## config.mk

```make
export PLATFORM = sky130hd
export DESIGN_NAME = rv_core
export DESIGN_NICKNAME = d
export VERILOG_FILES = /design/src/source/rv_core_pkg.sv /design/src/source/decode_if.sv /design/src/source/rv_core.sv /design/src/source/load_store_unit.sv /design/src/source/exec_alu.sv /design/src/source/reg_file.sv /design/src/source/inst_decoder.sv /design/src/source/fetch_sequencer.sv
export SDC_FILE = /design/constraint.sdc
export NUM_CORES = 2
export LEC_CHECK = 0
export CAP_MARGIN = 40
export CORE_ASPECT_RATIO = 1.4
export CORE_UTILIZATION = 41
export CTS_CLUSTER_SIZE = 20
export DETAILED_ROUTE_END_ITERATION = 10
export DONT_BUFFER_PORTS = 1
export PLACE_DENSITY_LB_ADDON = 0.15
export REMOVE_ABC_BUFFERS = 1
export SYNTH_ARGS = -nofsm -noshare
export SYNTH_HDL_FRONTEND = slang
export SYNTH_SLANG_ARGS = --single-unit
```

## constraint.sdc

```tcl
create_clock -name inst_selfdefine -period 14.7 [get_ports inst_selfdefine]
set_clock_uncertainty 0.1 [all_clocks]
set_input_delay 3.675 -clock inst_selfdefine [delete_from_list [all_inputs] [get_ports inst_selfdefine]]
set_output_delay 3.675 -clock inst_selfdefine [all_outputs]
set_load 0.03 [all_outputs]
```

## src/source/rv_core_pkg.sv

```systemverilog
package rv_core_pkg;

    parameter int XLEN        = 32;
    parameter int REG_INDEX_W = 5;
    parameter int STRB_W      = 4;

    // major opcodes, inst[6:0]
    typedef enum logic [6:0] {
        OP_LUI    = 7'b0110111,
        OP_JAL    = 7'b1101111,
        OP_JALR   = 7'b1100111,
        OP_BRANCH = 7'b1100011,
        OP_LOAD   = 7'b0000011,
        OP_STORE  = 7'b0100011,
        OP_IMM    = 7'b0010011,
        OP_REG    = 7'b0110011
    } opcode_e;

    typedef enum logic [3:0] {
        ALU_ADD,
        ALU_SUB,
        ALU_AND,
        ALU_OR,
        ALU_XOR,
        ALU_SLT,
        ALU_SLTU,
        ALU_SLL,
        ALU_SRL,
        ALU_SRA,
        ALU_PASS_B
    } alu_op_e;

    // values follow branch funct3
    typedef enum logic [2:0] {
        CMP_EQ  = 3'b000,
        CMP_NE  = 3'b001,
        CMP_LT  = 3'b100,
        CMP_GE  = 3'b101,
        CMP_LTU = 3'b110,
        CMP_GEU = 3'b111
    } cmp_e;

    typedef enum logic [1:0] {
        SIZE_BYTE = 2'b00,
        SIZE_HALF = 2'b01,
        SIZE_WORD = 2'b10
    } mem_size_e;

endpackage
```

## src/source/decode_if.sv

```systemverilog
`timescale 1ns/100ps

interface decode_if;
    import rv_core_pkg::*;

    logic [REG_INDEX_W-1:0] rs1_index;
    logic [REG_INDEX_W-1:0] rs2_index;
    logic [REG_INDEX_W-1:0] rd_index;
    logic                   rd_en;
    logic [XLEN-1:0]        imm;
    alu_op_e                alu_op;
    logic                   src_pc;
    logic                   src_imm;
    logic                   is_branch;
    logic                   is_jump;
    logic                   is_jalr;
    cmp_e                   cmp;
    logic                   is_load;
    logic                   is_store;
    mem_size_e              mem_size;
    logic                   load_unsigned;

    modport decoder (
        output rs1_index, rs2_index, rd_index, rd_en, imm, alu_op, src_pc, src_imm,
               is_branch, is_jump, is_jalr, cmp, is_load, is_store, mem_size, load_unsigned
    );

    modport regs (input rs1_index, rs2_index, rd_index, rd_en);

    modport exec (input imm, alu_op, src_pc, src_imm, is_branch, is_jump, is_jalr, cmp);

    modport lsu (input is_load, is_store, mem_size, load_unsigned);

endinterface

```

## src/source/rv_core.sv

```systemverilog
`timescale 1ns/100ps

module rv_core #(
    parameter logic [rv_core_pkg::XLEN-1:0] RESET_PC = '0
) (
    input  logic                            inst_selfdefine,
    input  logic                            reset,
    output logic                            if_valid,
    output logic [rv_core_pkg::XLEN-1:0]    if_addr,
    input  logic                            if_ready,
    input  logic [rv_core_pkg::XLEN-1:0]    if_rdata,
    output logic                            mem_valid,
    output logic                            mem_write,
    output logic [rv_core_pkg::XLEN-1:0]    mem_addr,
    output logic [rv_core_pkg::XLEN-1:0]    mem_wdata,
    output logic [rv_core_pkg::STRB_W-1:0]  mem_wmask,
    input  logic                            mem_ready,
    input  logic [rv_core_pkg::XLEN-1:0]    mem_rdata
);
    import rv_core_pkg::*;

    logic [31:0]     inst;
    logic [XLEN-1:0] pc;
    logic [XLEN-1:0] next_pc;
    logic [XLEN-1:0] rs1_data;
    logic [XLEN-1:0] rs2_data;
    logic [XLEN-1:0] alu_result;
    logic [XLEN-1:0] wb_data;
    logic            executing;
    logic            commit;
    logic            mem_stall;

    decode_if dec_bus ();

    fetch_sequencer #(
        .RESET_PC (RESET_PC)
    ) fetch_sequencer_i (
        .inst_selfdefine (inst_selfdefine),
        .reset           (reset),
        .if_ready        (if_ready),
        .if_rdata        (if_rdata),
        .next_pc         (next_pc),
        .mem_stall       (mem_stall),
        .if_valid        (if_valid),
        .if_addr         (if_addr),
        .inst            (inst),
        .pc              (pc),
        .executing       (executing),
        .commit          (commit)
    );

    inst_decoder inst_decoder_i (
        .inst (inst),
        .dec  (dec_bus.decoder)
    );

    reg_file reg_file_i (
        .inst_selfdefine (inst_selfdefine),
        .reset           (reset),
        .dec             (dec_bus.regs),
        .commit          (commit),
        .wb_data         (wb_data),
        .rs1_data        (rs1_data),
        .rs2_data        (rs2_data)
    );

    exec_alu exec_alu_i (
        .dec        (dec_bus.exec),
        .pc         (pc),
        .rs1_data   (rs1_data),
        .rs2_data   (rs2_data),
        .alu_result (alu_result),
        .next_pc    (next_pc)
    );

    load_store_unit load_store_unit_i (
        .inst_selfdefine (inst_selfdefine),
        .reset           (reset),
        .dec             (dec_bus.lsu),
        .executing       (executing),
        .alu_result      (alu_result),
        .rs2_data        (rs2_data),
        .mem_ready       (mem_ready),
        .mem_rdata       (mem_rdata),
        .mem_valid       (mem_valid),
        .mem_write       (mem_write),
        .mem_addr        (mem_addr),
        .mem_wdata       (mem_wdata),
        .mem_wmask       (mem_wmask),
        .mem_stall       (mem_stall),
        .wb_data         (wb_data)
    );

endmodule

```

## src/source/load_store_unit.sv

```systemverilog
`timescale 1ns/100ps

module load_store_unit (
    input  logic                            inst_selfdefine,
    input  logic                            reset,
    decode_if.lsu                           dec,
    input  logic                            executing,
    input  logic [rv_core_pkg::XLEN-1:0]    alu_result,
    input  logic [rv_core_pkg::XLEN-1:0]    rs2_data,
    input  logic                            mem_ready,
    input  logic [rv_core_pkg::XLEN-1:0]    mem_rdata,
    output logic                            mem_valid,
    output logic                            mem_write,
    output logic [rv_core_pkg::XLEN-1:0]    mem_addr,
    output logic [rv_core_pkg::XLEN-1:0]    mem_wdata,
    output logic [rv_core_pkg::STRB_W-1:0]  mem_wmask,
    output logic                            mem_stall,
    output logic [rv_core_pkg::XLEN-1:0]    wb_data
);
    import rv_core_pkg::*;

    logic [1:0]        offset;
    logic [STRB_W-1:0] lane_mask;
    logic [XLEN-1:0]   rdata_shifted;
    logic [XLEN-1:0]   load_data;

    assign offset = alu_result[1:0];

    assign mem_valid = executing && (dec.is_load || dec.is_store);
    assign mem_write = dec.is_store;
    assign mem_addr  = alu_result;
    assign mem_stall = mem_valid && !mem_ready;

    // store data moved into its byte lane
    assign mem_wdata = rs2_data << {offset, 3'b000};

    always_comb begin
        case (dec.mem_size)
            SIZE_BYTE: lane_mask = STRB_W'(1) << offset;
            SIZE_HALF: lane_mask = STRB_W'(3) << offset;
            default:   lane_mask = '1;
        endcase
    end

    assign mem_wmask = dec.is_store ? lane_mask : '0;

    assign rdata_shifted = mem_rdata >> {offset, 3'b000};

    always_comb begin
        case (dec.mem_size)
            SIZE_BYTE:
                load_data = {{(XLEN-8){~dec.load_unsigned & rdata_shifted[7]}},
                             rdata_shifted[7:0]};
            SIZE_HALF:
                load_data = {{(XLEN-16){~dec.load_unsigned & rdata_shifted[15]}},
                             rdata_shifted[15:0]};
            default:
                load_data = rdata_shifted;
        endcase
    end

    assign wb_data = dec.is_load ? load_data : alu_result;

    // access held until the memory takes it
    assert property (@(posedge inst_selfdefine) disable iff (reset)
        mem_valid && !mem_ready |=> mem_valid && $stable(mem_addr) && $stable(mem_wdata));

endmodule

```

## src/source/exec_alu.sv

```systemverilog
`timescale 1ns/100ps

module exec_alu (
    decode_if.exec                        dec,
    input  logic [rv_core_pkg::XLEN-1:0]  pc,
    input  logic [rv_core_pkg::XLEN-1:0]  rs1_data,
    input  logic [rv_core_pkg::XLEN-1:0]  rs2_data,
    output logic [rv_core_pkg::XLEN-1:0]  alu_result,
    output logic [rv_core_pkg::XLEN-1:0]  next_pc
);
    import rv_core_pkg::*;

    logic [XLEN-1:0] op_a;
    logic [XLEN-1:0] op_b;
    logic [XLEN-1:0] alu_out;
    logic [XLEN-1:0] pc_plus4;
    logic [XLEN-1:0] jump_target;
    logic [XLEN-1:0] branch_target;
    logic [4:0]      shamt;
    logic            taken;

    assign op_a  = dec.src_pc ? pc : rs1_data;
    assign op_b  = dec.src_imm ? dec.imm : rs2_data;
    assign shamt = op_b[4:0];

    always_comb begin
        case (dec.alu_op)
            ALU_SUB:    alu_out = op_a - op_b;
            ALU_AND:    alu_out = op_a & op_b;
            ALU_OR:     alu_out = op_a | op_b;
            ALU_XOR:    alu_out = op_a ^ op_b;
            ALU_SLT:    alu_out = {{(XLEN-1){1'b0}}, $signed(op_a) < $signed(op_b)};
            ALU_SLTU:   alu_out = {{(XLEN-1){1'b0}}, op_a < op_b};
            ALU_SLL:    alu_out = op_a << shamt;
            ALU_SRL:    alu_out = op_a >> shamt;
            ALU_SRA:    alu_out = $signed(op_a) >>> shamt;
            ALU_PASS_B: alu_out = op_b;
            default:    alu_out = op_a + op_b;
        endcase
    end

    // branch compare always on the register operands
    always_comb begin
        case (dec.cmp)
            CMP_NE:  taken = rs1_data != rs2_data;
            CMP_LT:  taken = $signed(rs1_data) < $signed(rs2_data);
            CMP_GE:  taken = $signed(rs1_data) >= $signed(rs2_data);
            CMP_LTU: taken = rs1_data < rs2_data;
            CMP_GEU: taken = rs1_data >= rs2_data;
            default: taken = rs1_data == rs2_data;
        endcase
    end

    assign pc_plus4      = pc + XLEN'(4);
    assign branch_target = pc + dec.imm;
    assign jump_target   = {alu_out[XLEN-1:1], alu_out[0] & ~dec.is_jalr};

    // link value for jumps
    assign alu_result = dec.is_jump ? pc_plus4 : alu_out;

    assign next_pc = dec.is_jump                ? jump_target   :
                     (dec.is_branch && taken)   ? branch_target : pc_plus4;

endmodule

```

## src/source/reg_file.sv

```systemverilog
`timescale 1ns/100ps

module reg_file (
    input  logic                          inst_selfdefine,
    input  logic                          reset,
    decode_if.regs                        dec,
    input  logic                          commit,
    input  logic [rv_core_pkg::XLEN-1:0]  wb_data,
    output logic [rv_core_pkg::XLEN-1:0]  rs1_data,
    output logic [rv_core_pkg::XLEN-1:0]  rs2_data
);
    import rv_core_pkg::*;

    // x0 has no storage
    logic [XLEN-1:0] regs [1:31];

    always_ff @(posedge inst_selfdefine) begin
        if (reset) begin
            for (int i = 1; i < 32; i++) begin
                regs[i] <= '0;
            end
        end else if (commit && dec.rd_en && (dec.rd_index != '0)) begin
            regs[dec.rd_index] <= wb_data;
        end
    end

    assign rs1_data = (dec.rs1_index == '0) ? '0 : regs[dec.rs1_index];
    assign rs2_data = (dec.rs2_index == '0) ? '0 : regs[dec.rs2_index];

    assert property (@(posedge inst_selfdefine) disable iff (reset)
        dec.rs1_index == '0 |-> rs1_data == '0);

endmodule

```

## src/source/inst_decoder.sv

```systemverilog
`timescale 1ns/100ps

module inst_decoder (
    input  logic [31:0]     inst,
    decode_if.decoder       dec
);
    import rv_core_pkg::*;

    opcode_e         opcode;
    logic [2:0]      funct3;
    logic            funct7_alt;
    mem_size_e       size_dec;
    logic [XLEN-1:0] imm_i;
    logic [XLEN-1:0] imm_s;
    logic [XLEN-1:0] imm_b;
    logic [XLEN-1:0] imm_u;
    logic [XLEN-1:0] imm_j;

    // funct3 to ALU op, alt selects sub and sra
    function automatic alu_op_e alu_from_funct(input logic [2:0] f3, input logic alt);
        alu_op_e op;
        case (f3)
            3'b000:  op = alt ? ALU_SUB : ALU_ADD;
            3'b001:  op = ALU_SLL;
            3'b010:  op = ALU_SLT;
            3'b011:  op = ALU_SLTU;
            3'b100:  op = ALU_XOR;
            3'b101:  op = alt ? ALU_SRA : ALU_SRL;
            3'b110:  op = ALU_OR;
            default: op = ALU_AND;
        endcase
        return op;
    endfunction

    assign opcode     = opcode_e'(inst[6:0]);
    assign funct3     = inst[14:12];
    assign funct7_alt = inst[30];

    assign imm_i = {{(XLEN-12){inst[31]}}, inst[31:20]};
    assign imm_s = {{(XLEN-12){inst[31]}}, inst[31:25], inst[11:7]};
    assign imm_b = {{(XLEN-13){inst[31]}}, inst[31], inst[7], inst[30:25], inst[11:8], 1'b0};
    assign imm_u = {{(XLEN-32){inst[31]}}, inst[31:12], 12'b0};
    assign imm_j = {{(XLEN-21){inst[31]}}, inst[31], inst[19:12], inst[20], inst[30:21], 1'b0};

    // funct3 low bits 11 falls back to word
    assign size_dec = (funct3[1:0] == 2'b00) ? SIZE_BYTE :
                      (funct3[1:0] == 2'b01) ? SIZE_HALF : SIZE_WORD;

    assign dec.rs1_index = inst[19:15];
    assign dec.rs2_index = inst[24:20];
    assign dec.rd_index  = inst[11:7];

    always_comb begin
        dec.rd_en         = 1'b0;
        dec.imm           = '0;
        dec.alu_op        = ALU_ADD;
        dec.src_pc        = 1'b0;
        dec.src_imm       = 1'b0;
        dec.is_branch     = 1'b0;
        dec.is_jump       = 1'b0;
        dec.is_jalr       = 1'b0;
        dec.cmp           = CMP_EQ;
        dec.is_load       = 1'b0;
        dec.is_store      = 1'b0;
        dec.mem_size      = size_dec;
        dec.load_unsigned = funct3[2];
        case (opcode)
            OP_LUI: begin
                dec.rd_en   = 1'b1;
                dec.imm     = imm_u;
                dec.src_imm = 1'b1;
                dec.alu_op  = ALU_PASS_B;
            end
            OP_JAL: begin
                // ALU forms the target, link comes from pc + 4
                dec.rd_en   = 1'b1;
                dec.imm     = imm_j;
                dec.src_pc  = 1'b1;
                dec.src_imm = 1'b1;
                dec.is_jump = 1'b1;
            end
            OP_JALR: begin
                dec.rd_en   = 1'b1;
                dec.imm     = imm_i;
                dec.src_imm = 1'b1;
                dec.is_jump = 1'b1;
                dec.is_jalr = 1'b1;
            end
            OP_BRANCH: begin
                dec.imm       = imm_b;
                dec.is_branch = (funct3 != 3'b010) && (funct3 != 3'b011);
                dec.cmp       = cmp_e'(funct3);
            end
            OP_LOAD: begin
                dec.rd_en   = 1'b1;
                dec.imm     = imm_i;
                dec.src_imm = 1'b1;
                dec.is_load = 1'b1;
            end
            OP_STORE: begin
                dec.imm      = imm_s;
                dec.src_imm  = 1'b1;
                dec.is_store = 1'b1;
            end
            OP_IMM: begin
                dec.rd_en   = 1'b1;
                dec.imm     = imm_i;
                dec.src_imm = 1'b1;
                dec.alu_op  = alu_from_funct(funct3, (funct3 == 3'b101) && funct7_alt);
            end
            OP_REG: begin
                dec.rd_en  = 1'b1;
                dec.alu_op = alu_from_funct(funct3, funct7_alt);
            end
            default: ;
        endcase
    end

endmodule

```

## src/source/fetch_sequencer.sv

```systemverilog
`timescale 1ns/100ps

module fetch_sequencer #(
    parameter logic [rv_core_pkg::XLEN-1:0] RESET_PC = '0
) (
    input  logic                          inst_selfdefine,
    input  logic                          reset,
    input  logic                          if_ready,
    input  logic [rv_core_pkg::XLEN-1:0]  if_rdata,
    input  logic [rv_core_pkg::XLEN-1:0]  next_pc,
    input  logic                          mem_stall,
    output logic                          if_valid,
    output logic [rv_core_pkg::XLEN-1:0]  if_addr,
    output logic [31:0]                   inst,
    output logic [rv_core_pkg::XLEN-1:0]  pc,
    output logic                          executing,
    output logic                          commit
);
    import rv_core_pkg::*;

    typedef enum logic {
        FETCH,
        EXECUTE
    } state_e;

    // addi x0, x0, 0
    localparam logic [31:0] NOP = 32'h0000_0013;

    state_e state;

    always_ff @(posedge inst_selfdefine) begin
        if (reset) begin
            state <= FETCH;
            pc    <= RESET_PC;
            inst  <= NOP;
        end else begin
            case (state)
                FETCH: begin
                    if (if_ready) begin
                        inst  <= if_rdata[31:0];
                        state <= EXECUTE;
                    end
                end
                EXECUTE: begin
                    // hold here while the data port is stalled
                    if (!mem_stall) begin
                        pc    <= next_pc;
                        state <= FETCH;
                    end
                end
                default: state <= FETCH;
            endcase
        end
    end

    assign if_valid  = (state == FETCH);
    assign if_addr   = pc;
    assign executing = (state == EXECUTE);
    assign commit    = executing && !mem_stall;

    // request held until accepted
    assert property (@(posedge inst_selfdefine) disable iff (reset)
        if_valid && !if_ready |=> if_valid && $stable(if_addr));

endmodule

```

# ---- After elaboration in Yosys (flattened, before gate mapping)
# Memory sizes are Yosys's and may differ from the RTL's. A register that Yosys moved wholly into a read port is not among the register bits.
# Cells that the tools add are included.
dict set report totals {
  wordCells 137
  latchBits 0
  regBits 65
  out_inout_bits 103
  input_bits 68
  romBits 0
  ramBits 992
  memories 1
}
dict set report classes {
  eq_ne 35
  div 0
  n_addsub 4
  shifts 7
  n_mul 0
  n_reduce_logical 24
  magnitude_cmp 6
  n_mux 47
  bitwise 10
}
# name depth width rd rd_clocked_by_memory_dff wr line_no
set mem_list {}
lappend mem_list {reg_file_i.regs 31 32 2 2 31 reg_file.sv:15} ;# logic [XLEN-1:0] regs [1:31];
# op n
set op_table {}
lappend op_table {{$pmux W32 S10} 1}
lappend op_table {{$mux W32} 9}
lappend op_table {{$pmux W32 S5} 1}
lappend op_table {{$lt A32 B32 Y1} 4}
lappend op_table {{$add A32 B32 Y32} 2}
lappend op_table {{$ge A32 B32 Y1} 2}
lappend op_table {{$pmux W32 S2} 1}
lappend op_table {{$shl A32 B5 Y32} 2}
lappend op_table {{$shr A32 B5 Y32} 2}
lappend op_table {{$pmux W4 S7} 2}
lappend op_table {{$add A32 B3 Y32 const B} 1}
lappend op_table {{$and A32 B32 Y32} 1}
lappend op_table {{$eq A32 B32 Y1} 1}
lappend op_table {{$ne A32 B32 Y1} 1}
lappend op_table {{$or A32 B32 Y32} 1}
lappend op_table {{$reduce_or A32 Y1} 1}
lappend op_table {{$sshr A32 B5 Y32} 1}
lappend op_table {{$sub A32 B32 Y32} 1}
lappend op_table {{$xor A32 B32 Y32} 1}
lappend op_table {{$mux W5} 5}
lappend op_table {{$eq A3 B3 Y1 const B} 7}
lappend op_table {{$eq A7 B6 Y1 const B} 3}
lappend op_table {{$eq A7 B7 Y1 const B} 3}
lappend op_table {{$mux W1} 20}
lappend op_table {{32 further kinds} 60}

# ---- Logic depth before layout (Yosys ltp)
dict set report depth {
  depth_word 14
  ltp_mapped 35
  mapped_depth_nobuf 26
}

# ---- Hierarchy
# A second synthesis with hierarchy kept.
dict set report unflattened {
  hier_cells 6486
  area_unflattened_um2 74337.5
}
# mod cells_per_inst area_per_inst_um2 seq_area_each_um2 n_inst
set modules_own_cells {}
lappend modules_own_cells {reg_file 3761 54583.6 30749.5 1}
lappend modules_own_cells {exec_alu 2013 13798.2 0.0 1}
lappend modules_own_cells {fetch_sequencer 328 3298.2 1301.2 1}
lappend modules_own_cells {load_store_unit 254 1785.5 0.0 1}
lappend modules_own_cells {inst_decoder 130 872.1 0.0 1}

# ---- Least setup slack after synthesis
# OpenSTA, ideal clock, no wires.
dict set report synth_path {
  path_kind {register -> output}
  startpoint {register with a tool-made name}
  endpoint {output port mem_wdata[0] (netlist bit)}
  path_stages_with_launch 30
  arrival_ns 7.588
  setup_slack_ns 3.337
  n_path_buf 10
  required_time_ns 10.925
  cell_sequence {dfxtp_1 buf_6 buf_6 buf_4 clkbuf_1 buf_1 buf_1 mux4_2 mux4_2 nand2_1 a21o_1 o21ai_0 ha_1 clkbuf_1 nor2_1 o2bb2ai_1 a311o_1 nand2_1 a2111oi_0 o21ai_0 o221ai_1 a41oi_1 nor2_1 o21ai_0 nand2_1 buf_2 clkbuf_1 clkbuf_1 nand2_1 nor3_1}
}
# element line_no
set synth_lines {}
lappend synth_lines {{end: declaration} rv_core.sv:15} ;# output logic [rv_core_pkg::XLEN-1:0] mem_wdata,

==> results_dict.tcl <==
set metrics [dict create \
    finalNetCount 6735 \
    total_via_count_in_the_routed_design 58653 \
    drive_gt1_share_pct 16.9 \
    worst_hold_path_type "reg -> reg" \
    postSynthAreaPerCell_sq_um 10.7 \
    gr-total-overflow 0 \
    critPathSlowestCell "o22ai_1" \
    rsz_0062_raised_after_global_routing "false" \
    timing.reg2reg.setup_slack_ns 4.85 \
    path_max_fanout 33 \
    holdCritStartpoint "fetch_sequencer_i.inst[0]" \
    worst-endpoint-required_ns 10.93 \
    gr-usage-all-layers_pct 37.8 \
    synth.yosys.warnings 0 \
    layout.core_utilization_pct 45.6 \
    sequentialPowerShare_pct 32.3 \
    clock_tree.htree_level_count 3 \
    first_iter_violations 7303 \
    fraction_of_synthesized_cell_area_taken_by_the_top_area_cell_type_pct 43.5 \
    total_die_area_sq_um 174000 \
    synthesis.instances 6606 \
    cts_inserted_buffers 110 \
    multi_input_area_sq_um 36000 \
    clk_pin_slew_ns 0.06 \
    yosysSeqAreaShare_pct 45.6 \
    worst_hold_path_ep "fetch_sequencer_i.inst[0]" \
    detail-route-antenna-nets 0 \
    post_cts.resized_instances 0 \
    hold_depth 2 \
    buffers_inserted_during_post_cts_setup_optimization 0 \
    timing.slew.headroom_pct 24.3 \
    ys_types 94 \
    synth-main-ff-cell "edfxtp_1" \
    syn_to_final_growth_pct 10.5 \
    max_clock_freq_ghz 0.0770 \
    ir_drop_v 0.000179 \
    coreArea_sq_um 172000 \
    layout.filler_cells 16102 \
    gp_congestion 1.05 \
    clk-insertion-delay-late_ns 0.77 \
    clock-root-buffer "clkbuf_16" \
    net-switching-power_uw 4910 \
    reg2regPathDepth 25 \
    power_switching_share_pct 43.3 \
    cts-hold-fix-buffers 0 \
    internal-power_uw 6430 \
    io_pins 171 \
    clock_sinks 1099 \
    register_area_sq_um 32300 \
    setup-violations-final 0 \
    finalWorstPathRequiredPeriod_ns 12.99 \
    grt_start_max_net_pins 98 \
    timing.critical_path.arrival_ns 9.22 \
    first_pass_grt_wire_length_mm 460 \
    port_buffers 0 \
    cellLeakagePower_uw 0.0284 \
    commonest_cells_in_the_synthesized_netlist "1289 x nor2_1, 1024 x edfxtp_1, 587 x mux2i_1" \
    finalHoldViolations 0 \
    ys_ff_latch 1099 \
    crit_path_start_kind "flip-flop" \
    synth_largest_area_cell "edfxtp_1" \
    drtPass1Iterations 8 \
    cp_cell_sequence "buf_16 -> buf_4 -> mux4_2 -> a22o_1 -> a221oi_1 -> a2111o_1 -> mux2i_4 -> buf_4 -> fa_1 -> nand2b_1 -> a21oi_1 -> o21ai_0 -> nand2_1 -> a21oi_1 -> o31ai_2 -> buf_4 -> a211oi_1 -> o21ai_0 -> o22ai_1 -> mux2i_1 -> a211oi_1 -> o22ai_1 -> inv_1" \
    synth-edff-count 1024 \
    std_cell_rows 180 \
    pwr_per_cell_area_nw_per_um2 145 \
    power.combinational.fraction_pct 42.8 \
    clock_share_of_power_pct 24.9 \
    critPathCaptureType "primary output" \
    postRouteWirelength_mm 336 \
    synth.top_cells.by_area "edfxtp_1 43%, mux4_2 11%, mux2i_1 8.3%" \
    slew_violations 0 \
    fin_total_pwr_uw 11300 \
    async_reset_ff_share_pct 0 \
    start_util_pct 41.2 \
    cts-root-to-sink-buffers 3 \
    drcViolationCount 0 \
    maxCapViolCount 0 \
    netlist_area_before_placement_sq_um 70800 \
    hold_slack_ns 0.380 \
    number_of_antenna_violations_at_the_first_check_in_global_routing 24 \
    status "finished clean" \
    die_h_microns 494 \
    cp_common_cell "buf_4" \
    finalCritPeriodShare_pct 88.4 \
    biggest_cell_delay_along_the_critical_path_ns 0.81 \
    grt_pass1_vias 57773 \
    critical_path.reg2reg.endpoint "reg_file_i.regs[2][30]" \
    setup_tns_ns 0 \
    synth.most_common_cell "nor2_1" \
    crit_type "reg -> out" \
    die_width_microns 353 \
    worst-slew-pin-transition_ns 1.14 \
    routedWlPerCell_microns 37.8 \
    cts_tree "built" \
    vias_per_cell 6.60 \
    dp_hpwl_mm 235 \
]
-- cell usage in the layout (no fill, tap or decap), drive strengths merged, types with 19 or more instances in the layout --
master	netlist	layout
mux2i	588	588
o211ai	45	45
inv	170	176
dfxtp	75	75
nand2	425	425
o21a	24	24
mux4	360	360
a21o	48	48
nor2	1292	1292
nor2b	23	23
a22oi	226	226
buf	262	342
conb	1	32
a21boi	20	20
o21ai	164	164
a31oi	45	45
and2	59	59
xor2	30	30
ha	161	161
a211oi	60	60
nor3	85	85
a31o	19	19
edfxtp	1024	1024
a21oi	369	369
mux2	59	59
nor4	44	44
o31ai	24	24
o22ai	73	73
and3	66	66
xnor2	53	53
clkinv	2	51
nand3	83	83
nand2b	66	66
clkbuf	334	135
-- sequential cells by signal, indices dropped and copies added (netlist names), named ones only --
name / cells
fetch_sequencer_i.if_addr: 32
fetch_sequencer_i.executing: 1
reg_file_i.regs: 1024
fetch_sequencer_i.inst: 32
-- layout make-up --
class | instances | area share, %
diodes | 16 | 0.0512
clock buffers | 134 | 3.66
clock inverters | 68 | 0.781
inverters | 172 | 0.826
multi-input cells | 4770 | 46.0
flip-flops and latches | 1099 | 41.3
well taps | 2275 | 3.64
repair buffers | 350 | 3.73
-- power groups by stage --
stage          combinational, uW  sequential (uW)  clock, uW
2_1_floorplan               2710             3750          0
3_3_place_gp                4590             3720          0
3_5_place_dp                4680             3730          0
4_1_cts                     4690             3660       2840
5_1_grt                     5010             3680       2950
6_report                    4850             3670       2820
-- critical path: cells and delay by family, from the launching register on --
kind / cells / cell delay, ns
AND/OR/NAND/NOR: 2 / 0.20
multiplexers: 3 / 0.98
AO/OA/AOI/OAI: 12 / 4.35
flip-flops: 1 / 0.46
adder cells (fa/ha/maj): 1 / 0.51
buffers and inverters: 5 / 1.83
-- metal layers --
| metal | global-route usage [%] | part of all wire (%) |
|---|---|---|
| met5 | 0 | 0.0074 |
| met4 | 28.2 | 8.5 |
| met3 | 6.94 | 8.1 |
| met2 | 63.9 | 49 |
| met1 | 42.7 | 35 |
-- stage by stage --
stage,instance area (sq um),setup WS [ns],std cells
floorplan,68300,-10.70,6041
finish,78200,1.71,8884
global route,78200,1.55,8875
global placement,74100,1.85,8609
detailed placement,74600,2.77,8660
CTS,78100,1.93,8862
-- how the worst max path moves through the flow --
stage | from | to | slack [ns]
final | flip-flop | mem_addr[30] | 1.71
after global routing | flip-flop | mem_addr[31] | 1.55
after CTS | flip-flop | mem_addr[31] | 1.93
after detailed placement | flip-flop | mem_addr[31] | 2.77
after global placement | flip-flop | mem_wdata[30] | 1.85
after floorplan | flip-flop | mem_wmask[0] | -10.70
-- cell families (layout without fill, tap and decap cells) --
kind of cell    Yosys count  count (layout)  synth area share, %
simple gates           2215            2215                 13.3
compound gates         1269            1269                 11.9
flops                  1099            1099                 45.6
mux                    1007            1007                 20.7
buf+inv                 768             724                 4.52
fa+ha+maj               164             164                 2.93
xor+xnor                 83              83                 1.03
other cells               1              48              0.00530
(Power assumes the default switching activity.)
